<file path="src/rv_defs.svh">
`ifndef RV_DEFS_SVH
`define RV_DEFS_SVH

`default_nettype none

`define RV_XLEN  32   // Instruction and immediate width
`define RV_REG_W 5    // Register index width
`define RV_OP_W  6    // Operation code, 46 values

`default_nettype wire

`endif

</file>
<file path="src/rv_isa_pkg.sv">
`include "rv_defs.svh"
`default_nettype none

package rv_isa_pkg;

  // Major opcodes, bits 6:0 of the word
  typedef enum logic [6:0] {
    OPC_LOAD   = 7'b0000011,
    OPC_OP_IMM = 7'b0010011,
    OPC_AUIPC  = 7'b0010111,
    OPC_STORE  = 7'b0100011,
    OPC_OP     = 7'b0110011,   // R-type and M extension
    OPC_LUI    = 7'b0110111,
    OPC_BRANCH = 7'b1100011,
    OPC_JALR   = 7'b1100111,
    OPC_JAL    = 7'b1101111
  } major_opcode_e;

  // Decoded operation, sequential from 0
  typedef enum logic [`RV_OP_W-1:0] {
    OP_ADD,      // 0
    OP_SUB,
    OP_SLL,
    OP_SLT,
    OP_SLTU,
    OP_XOR,
    OP_SRL,
    OP_SRA,
    OP_OR,
    OP_AND,
    OP_MUL,      // 10, M extension
    OP_MULH,
    OP_MULHSU,
    OP_MULHU,
    OP_DIV,
    OP_DIVU,
    OP_REM,
    OP_REMU,
    OP_ADDI,     // 18
    OP_SLTI,
    OP_SLTIU,
    OP_XORI,
    OP_ORI,
    OP_ANDI,
    OP_SLLI,
    OP_SRLI,
    OP_SRAI,
    OP_LB,       // 27
    OP_LH,
    OP_LW,
    OP_LBU,
    OP_LHU,
    OP_SB,       // 32
    OP_SH,
    OP_SW,
    OP_BEQ,      // 35
    OP_BNE,
    OP_BLT,
    OP_BGE,
    OP_BLTU,
    OP_BGEU,
    OP_JAL,      // 41
    OP_JALR,
    OP_LUI,
    OP_AUIPC,    // 44
    OP_ILLEGAL   // 45, also CSR, FENCE, ECALL
  } rv_op_e;

  // Immediate layout per instruction format
  typedef enum logic [2:0] {
    FMT_R = 3'd0,   // No immediate
    FMT_I = 3'd1,
    FMT_S = 3'd2,
    FMT_B = 3'd3,
    FMT_U = 3'd4,
    FMT_J = 3'd5
  } imm_fmt_e;

endpackage

`default_nettype wire

</file>
<file path="src/rv_ctrl_pkg.sv">
`default_nettype none

package rv_ctrl_pkg;

  // Two-phase sequencing of the decode front end
  typedef enum logic {
    FETCH   = 1'b0,   // Ready for a new word
    EXECUTE = 1'b1    // Word held in IR
  } phase_e;

endpackage

`default_nettype wire

</file>
<file path="src/decode_if.sv">
`include "rv_defs.svh"
`default_nettype none

// IR to operand stage bundle
interface decode_if import rv_isa_pkg::*; ();

  logic                valid;   // One-cycle strobe per accepted word
  logic [`RV_XLEN-1:0] word;    // Latched instruction
  rv_op_e              op;      // Classified operation
  imm_fmt_e            fmt;     // Immediate layout

  modport producer (
    output valid,
    output word,
    output op,
    output fmt
  );

  modport consumer (
    input valid,
    input word,
    input op,
    input fmt
  );

endinterface

`default_nettype wire

</file>
<file path="src/phase_ctrl.sv">
`default_nettype none

module phase_ctrl import rv_ctrl_pkg::*; (
  input  logic   clk,
  input  logic   rst_n,
  input  logic   in_valid,   // Upstream strobe
  output phase_e phase,
  output logic   accept,     // Word taken at this edge
  output logic   ready       // High only in FETCH
);

  phase_e phase_next;

  assign ready  = (phase == FETCH);
  assign accept = in_valid && ready;   // Strobes in EXECUTE are dropped

  always_comb begin
    phase_next = phase;
    case (phase)
      FETCH: begin
        if (accept) begin
          phase_next = EXECUTE;
        end
      end
      EXECUTE: phase_next = FETCH;     // Always exactly one cycle
      default: phase_next = FETCH;
    endcase
  end

  always_ff @(posedge clk) begin
    if (!rst_n) begin
      phase <= FETCH;
    end else begin
      phase <= phase_next;
    end
  end

  // EXECUTE never held for two cycles in a row
  assert property (@(posedge clk) disable iff (!rst_n)
    (phase == EXECUTE) |=> (phase == FETCH))
    else $error("phase_ctrl: EXECUTE lasted more than one cycle");

endmodule

`default_nettype wire

</file>
<file path="src/instruction_register.sv">
`include "rv_defs.svh"
`default_nettype none

module instruction_register import rv_isa_pkg::*, rv_ctrl_pkg::*; (
  input  logic                clk,
  input  logic                rst_n,
  input  logic                accept,    // From phase_ctrl
  input  phase_e              phase,
  input  logic [`RV_XLEN-1:0] in_word,
  decode_if.producer          dec
);

  major_opcode_e opcode;
  logic [2:0]    funct3;
  logic [6:0]    funct7;
  logic          load;       // IR write enable
  rv_op_e        op_next;
  imm_fmt_e      fmt_next;

  assign opcode = major_opcode_e'(in_word[6:0]);
  assign funct3 = in_word[14:12];
  assign funct7 = in_word[31:25];
  assign load   = accept && (phase == FETCH);   // Words only enter in FETCH

  // Classify the incoming word, fmt follows the major opcode alone
  always_comb begin
    op_next  = OP_ILLEGAL;
    fmt_next = FMT_R;            // Unknown opcodes carry no immediate
    case (opcode)
      OPC_OP: begin
        casez ({funct7, funct3})
          10'b0000000_000: op_next = OP_ADD;
          10'b0100000_000: op_next = OP_SUB;
          10'b0000000_001: op_next = OP_SLL;
          10'b0000000_010: op_next = OP_SLT;
          10'b0000000_011: op_next = OP_SLTU;
          10'b0000000_100: op_next = OP_XOR;
          10'b0000000_101: op_next = OP_SRL;
          10'b0100000_101: op_next = OP_SRA;
          10'b0000000_110: op_next = OP_OR;
          10'b0000000_111: op_next = OP_AND;
          10'b0000001_000: op_next = OP_MUL;      // M extension
          10'b0000001_001: op_next = OP_MULH;
          10'b0000001_010: op_next = OP_MULHSU;
          10'b0000001_011: op_next = OP_MULHU;
          10'b0000001_100: op_next = OP_DIV;
          10'b0000001_101: op_next = OP_DIVU;
          10'b0000001_110: op_next = OP_REM;
          10'b0000001_111: op_next = OP_REMU;
          default:         op_next = OP_ILLEGAL;  // Bad funct7
        endcase
      end
      OPC_OP_IMM: begin
        fmt_next = FMT_I;
        casez ({funct7, funct3})
          10'b???????_000: op_next = OP_ADDI;
          10'b???????_010: op_next = OP_SLTI;
          10'b???????_011: op_next = OP_SLTIU;
          10'b???????_100: op_next = OP_XORI;
          10'b???????_110: op_next = OP_ORI;
          10'b???????_111: op_next = OP_ANDI;
          10'b0000000_001: op_next = OP_SLLI;     // Shifts need clean funct7
          10'b0000000_101: op_next = OP_SRLI;
          10'b0100000_101: op_next = OP_SRAI;
          default:         op_next = OP_ILLEGAL;
        endcase
      end
      OPC_LOAD: begin
        fmt_next = FMT_I;
        case (funct3)
          3'b000:  op_next = OP_LB;
          3'b001:  op_next = OP_LH;
          3'b010:  op_next = OP_LW;
          3'b100:  op_next = OP_LBU;
          3'b101:  op_next = OP_LHU;
          default: op_next = OP_ILLEGAL;
        endcase
      end
      OPC_STORE: begin
        fmt_next = FMT_S;
        case (funct3)
          3'b000:  op_next = OP_SB;
          3'b001:  op_next = OP_SH;
          3'b010:  op_next = OP_SW;
          default: op_next = OP_ILLEGAL;
        endcase
      end
      OPC_BRANCH: begin
        fmt_next = FMT_B;
        case (funct3)
          3'b000:  op_next = OP_BEQ;
          3'b001:  op_next = OP_BNE;
          3'b100:  op_next = OP_BLT;
          3'b101:  op_next = OP_BGE;
          3'b110:  op_next = OP_BLTU;
          3'b111:  op_next = OP_BGEU;
          default: op_next = OP_ILLEGAL;
        endcase
      end
      OPC_JAL: begin
        fmt_next = FMT_J;
        op_next  = OP_JAL;
      end
      OPC_JALR: begin
        fmt_next = FMT_I;
        if (funct3 == 3'b000) begin
          op_next = OP_JALR;
        end
      end
      OPC_LUI: begin
        fmt_next = FMT_U;
        op_next  = OP_LUI;
      end
      OPC_AUIPC: begin
        fmt_next = FMT_U;
        op_next  = OP_AUIPC;
      end
      default: op_next = OP_ILLEGAL;   // SYSTEM, MISC-MEM and the rest
    endcase
  end

  always_ff @(posedge clk) begin
    if (!rst_n) begin
      dec.valid <= 1'b0;
      dec.word  <= '0;
      dec.op    <= OP_ILLEGAL;
      dec.fmt   <= FMT_R;
    end else begin
      dec.valid <= load;          // Pulse in the EXECUTE cycle
      if (load) begin
        dec.word <= in_word;
        dec.op   <= op_next;
        dec.fmt  <= fmt_next;
      end
    end
  end

  // IR content moves only on the edge that accepted a word
  assert property (@(posedge clk) disable iff (!rst_n)
    !$stable(dec.word) |-> $past(accept))
    else $error("instruction_register: word changed without accept");

  // Decoded strobe lines up with the sequencer phase
  assert property (@(posedge clk) disable iff (!rst_n)
    dec.valid |-> (phase == EXECUTE))
    else $error("instruction_register: valid outside EXECUTE");

endmodule

`default_nettype wire

</file>
<file path="src/operand_extract.sv">
`include "rv_defs.svh"
`default_nettype none

module operand_extract import rv_isa_pkg::*; (
  input  logic                 clk,
  input  logic                 rst_n,
  decode_if.consumer           dec,
  output logic                 out_valid,   // One-cycle result strobe
  output rv_op_e               out_op,
  output logic [`RV_REG_W-1:0] out_rd,
  output logic [`RV_REG_W-1:0] out_rs1,
  output logic [`RV_REG_W-1:0] out_rs2,
  output logic [`RV_XLEN-1:0]  out_imm
);

  logic [`RV_XLEN-1:0] w;
  logic [`RV_XLEN-1:0] imm;    // Assembled immediate

  assign w = dec.word;

  // Immediate per format, sign taken from bit 31
  always_comb begin
    case (dec.fmt)
      FMT_I:   imm = {{(`RV_XLEN-12){w[31]}}, w[31:20]};
      FMT_S:   imm = {{(`RV_XLEN-12){w[31]}}, w[31:25], w[11:7]};
      FMT_B: begin
        // Branch offset bits are scattered, LSB always zero
        imm = {{(`RV_XLEN-13){w[31]}}, w[31], w[7], w[30:25], w[11:8], 1'b0};
      end
      FMT_U:   imm = {w[31:12], 12'b0};   // Upper 20 bits
      FMT_J: begin
        imm = {{(`RV_XLEN-21){w[31]}}, w[31], w[19:12], w[20], w[30:21], 1'b0};
      end
      default: imm = '0;                  // R-type and unknown
    endcase
  end

  // Strobe with reset
  always_ff @(posedge clk) begin
    if (!rst_n) begin
      out_valid <= 1'b0;
    end else begin
      out_valid <= dec.valid;
    end
  end

  // Payload, loaded only on a decoded word
  always_ff @(posedge clk) begin
    if (dec.valid) begin
      out_op  <= dec.op;
      out_rd  <= w[11:7];     // Fixed field positions
      out_rs1 <= w[19:15];
      out_rs2 <= w[24:20];
      out_imm <= imm;
    end
  end

  // Every result traces back to an IR strobe
  assert property (@(posedge clk) disable iff (!rst_n)
    out_valid |-> $past(dec.valid))
    else $error("operand_extract: out_valid without dec.valid");

endmodule

`default_nettype wire

</file>
<file path="src/rv_decode_top.sv">
`include "rv_defs.svh"
`default_nettype none

module rv_decode_top import rv_isa_pkg::*, rv_ctrl_pkg::*; (
  input  logic                 clk,
  input  logic                 rst_n,
  input  logic                 in_valid,
  input  logic [`RV_XLEN-1:0]  in_word,
  output logic                 ready,
  output logic                 out_valid,
  output rv_op_e               out_op,
  output logic [`RV_REG_W-1:0] out_rd,
  output logic [`RV_REG_W-1:0] out_rs1,
  output logic [`RV_REG_W-1:0] out_rs2,
  output logic [`RV_XLEN-1:0]  out_imm
);

  phase_e phase;
  logic   accept;

  decode_if dec_bus ();   // IR to operand stage

  phase_ctrl u_phase_ctrl (
    .clk      (clk),
    .rst_n    (rst_n),
    .in_valid (in_valid),
    .phase    (phase),
    .accept   (accept),
    .ready    (ready)
  );

  instruction_register u_ir (
    .clk     (clk),
    .rst_n   (rst_n),
    .accept  (accept),
    .phase   (phase),
    .in_word (in_word),
    .dec     (dec_bus.producer)
  );

  operand_extract u_operand (
    .clk       (clk),
    .rst_n     (rst_n),
    .dec       (dec_bus.consumer),
    .out_valid (out_valid),
    .out_op    (out_op),
    .out_rd    (out_rd),
    .out_rs1   (out_rs1),
    .out_rs2   (out_rs2),
    .out_imm   (out_imm)
  );

endmodule

`default_nettype wire

</file>
<file path="config.mk">
export PLATFORM = sky130hd
export DESIGN_NAME = rv_decode_top
export DESIGN_NICKNAME = d
export VERILOG_FILES = /design/src/rv_isa_pkg.sv /design/src/rv_ctrl_pkg.sv /design/src/decode_if.sv /design/src/phase_ctrl.sv /design/src/instruction_register.sv /design/src/operand_extract.sv /design/src/rv_decode_top.sv
export VERILOG_INCLUDE_DIRS = /design/src /design/src/src
export SDC_FILE = /design/constraint.sdc
export NUM_CORES = 1
export LEC_CHECK = 0
export BUFFER_PORTS_ARGS = -buffer_cell sky130_fd_sc_hd__clkbuf_2
export CAP_MARGIN = 0
export CORE_MARGIN = 3
export CORE_UTILIZATION = 55
export DETAILED_ROUTE_END_ITERATION = 6
export MAX_ROUTING_LAYER = met4
export PLACE_DENSITY_LB_ADDON = 0.3
export SYNTH_ARGS = -nofsm -noshare
export SYNTH_HDL_FRONTEND = slang
export SYNTH_HIERARCHICAL = 1
export SYNTH_SLANG_ARGS = --single-unit
export TNS_END_PERCENT = 50
</file>
<file path="constraint.sdc">
create_clock -name clk -period 2.9 [get_ports clk]
set_clock_uncertainty 0.2 [all_clocks]
set_input_delay 0.725 -clock clk [delete_from_list [all_inputs] [get_ports clk]]
set_output_delay 0.725 -clock clk [all_outputs]
set_load 0.01 [all_outputs]
</file>
==> impl_metrics.env <==
export IMPL_clockBufferDepth=2
export IMPL_ir_drop_v=0.000370
export IMPL_internal_power_uw=2010
export IMPL_wl_per_cell_um=17.4
export IMPL_chipHeight_um=94.1
export IMPL_crit_path_start_kind="input port"
export IMPL_rrSetupSlack_ns=1.01
export IMPL_avgSynthCellArea_sq_um=10.6
export IMPL_post_cts_resized=0
export IMPL_worst_r2r_startpoint="u_phase_ctrl/phase"
export IMPL_path_class="input port to flip-flop"
export IMPL_power_frac_clock=0.362
export IMPL_clk_pin_slew_ns=0.09
export IMPL_start_util=0.579
export IMPL_tightest_slew_ns=0.644
export IMPL_grt_pass1_vias=3281
export IMPL_grt_start_max_net_pins=48
export IMPL_rr_endpoint="u_ir/dec.op[3]"
export IMPL_syn_nets=437
export IMPL_grt_total_usage=0.241
export IMPL_antenna_found_initial=0
export IMPL_fin_tns_setup_ns=0
export IMPL_cts_root_buf="clkbuf_8"
export IMPL_clkLatencyLatePin_ns=0.35
export IMPL_p_comb_frac=0.094
export IMPL_finalMaxSlewViolations=0
export IMPL_cellLeakagePower_uw=0.00192
export IMPL_cp_arrival_ns=2.24
export IMPL_whs_ns=0.246
export IMPL_pin_count=90
export IMPL_cp_required_ns=2.93
export IMPL_fin_crit_ns=2.21
export IMPL_p_seq_frac=0.544
export IMPL_htree_levels=3
export IMPL_syn2layout_area_growth_pct=15.4
export IMPL_period_share=0.764
export IMPL_final_nets=506
export IMPL_cts_sinks=90
export IMPL_hold_class="flip-flop to flip-flop"
export IMPL_maxSlewHeadroom=0.570
export IMPL_rsz0062_at_grt="false"
export IMPL_cp_max_fo=9
export IMPL_fin_total_pwr_uw=2640
export IMPL_cts_tree="yes"
export IMPL_die_area_sq_mm=0.00885
export IMPL_place_area_sq_mm=0.00469
export IMPL_cts_buffers=9
export IMPL_power_switching_uw=633
export IMPL_syn_cell_area_sq_mm=0.00426
export IMPL_fmax_mhz=451
export IMPL_drc_errors=0
export IMPL_yosysWarnings=6
export IMPL_setup_viol=0
export IMPL_status="complete, no violations"
export IMPL_n_antenna_cell=0
export IMPL_worst_setup_path_end_kind="flip-flop"
export IMPL_whs_endpoint="u_operand/out_op[2]"
export IMPL_ctsHoldBuffers=0
export IMPL_min_from="u_ir/dec.op[2]"
export IMPL_drive_above_1_share=0.258
export IMPL_place_congestion=0.891
export IMPL_swShare=0.240
export IMPL_hpwl_um=7120
export IMPL_via_per_inst=6.00
export IMPL_core_area_sq_mm=0.00737
export IMPL_firstDrtPassIters=5
export IMPL_cap_viol_max_count=0
export IMPL_dr_first_iter_drc_count=218
export IMPL_overflow=0
export IMPL_portBuffers=89
export IMPL_routed_wl_um=10000
export IMPL_ant_nets=0
export IMPL_vias=3449
export IMPL_reg2regPathDepth=7
export IMPL_fin_area_sq_mm=0.00492
export IMPL_power_density_mw_per_mm2=536
export IMPL_whs_path_depth=0
export IMPL_post_cts_buffers=0
export IMPL_synth_cells=402
export IMPL_row_count=31
export IMPL_die_x_um=94.1
export IMPL_hold_violations=0
export IMPL_grt_pass1_wl_um=16000
==> registers in the layout (all words and copies together) (netlist names), 3 cells and up <==
name / count
u_ir/dec.fmt: 3
u_ir/dec.op: 6
u_operand/out_op: 6
u_operand/out_imm: 32
u_ir/dec.word: 25
u_operand/out_rs2: 5
u_operand/out_rs1: 5
u_operand/out_rd: 5
==> critical path, cell delays in order <==
cell and delay [ns]:
clkbuf_2 0.11, nor4_4 0.55, nand4_1 0.21, o2111ai_1 0.21, nor4b_1 0.29, a31oi_1 0.13
==> cells in the final DEF (no fill, tap or decap), types with 3 or more instances in the layout <==
cell type	n
nor3_1	5
nand3_1	20
a21boi_1	6
a21oi_1	7
nand2_1	66
o21ai_0	8
a21boi_0	19
o31ai_1	3
xor2_1	3
nor2_1	10
buf_4	5
a31oi_1	9
inv_1	8
nand4_1	4
a211oi_1	4
and2b_1	3
nand2b_1	9
nand4bb_1	11
edfxtp_1	53
dfxtp_1	36
nand3b_1	5
clkbuf_8	10
nor2b_1	4
o2bb2ai_1	9
and3_1	3
and2_1	7
a22o_1	3
nor4_1	3
nor3b_1	8
clkbuf_2	89
==> layer usage <==
metal  vias up  wire, um  track usage
li1       1613         -            -
met1      1680      4250        0.301
met2       130      4890        0.383
met3        26       624       0.0529
met4         0       243       0.0963
met5         -         0            -
==> per-stage QoR <==
step                utilization  instances  worst slack, ns
floorplan                     -        402            0.738
global placement          0.637        559            0.368
global route              0.668        575            0.539
CTS                       0.668        575            0.725
finish                    0.668        575            0.685
detailed placement        0.637        559            0.341
==> worst max path at each step <==
stage	slack, ns	cells after the start	start	to
2_1_floorplan	0.74	6	in_word[14]	u_ir/dec.op[2]
5_1_grt	0.54	6	in_word[26]	u_ir/dec.op[0]
3_3_place_gp	0.37	6	in_word[26]	u_ir/dec.op[0]
3_5_place_dp	0.34	6	in_word[26]	u_ir/dec.op[0]
4_1_cts	0.73	6	in_word[26]	u_ir/dec.op[0]
6_report	0.69	6	in_word[26]	u_ir/dec.op[0]
==> power groups by stage <==
| stage | Combinational [uW] | Sequential (uW) | Clock [uW] |
|---|---|---|---|
| after global placement | 245 | 1460 | 0 |
| final | 248 | 1430 | 956 |
| after CTS | 247 | 1430 | 974 |
| after global routing | 274 | 1440 | 1040 |
| after detailed placement | 246 | 1460 | 0 |
| after floorplan | 146 | 1470 | 0 |
==> area by class of cell <==
type / count / area, sq um
clock buffer: 11 / 141
clock inverter: 5 / 86.3
fill: 638 / 2450
inverter: 8 / 30.0
multi-input combinational: 268 / 1720
sequential: 90 / 2330
tap: 99 / 124
timing repair buffer: 94 / 483
(Power assumes the default switching activity.)
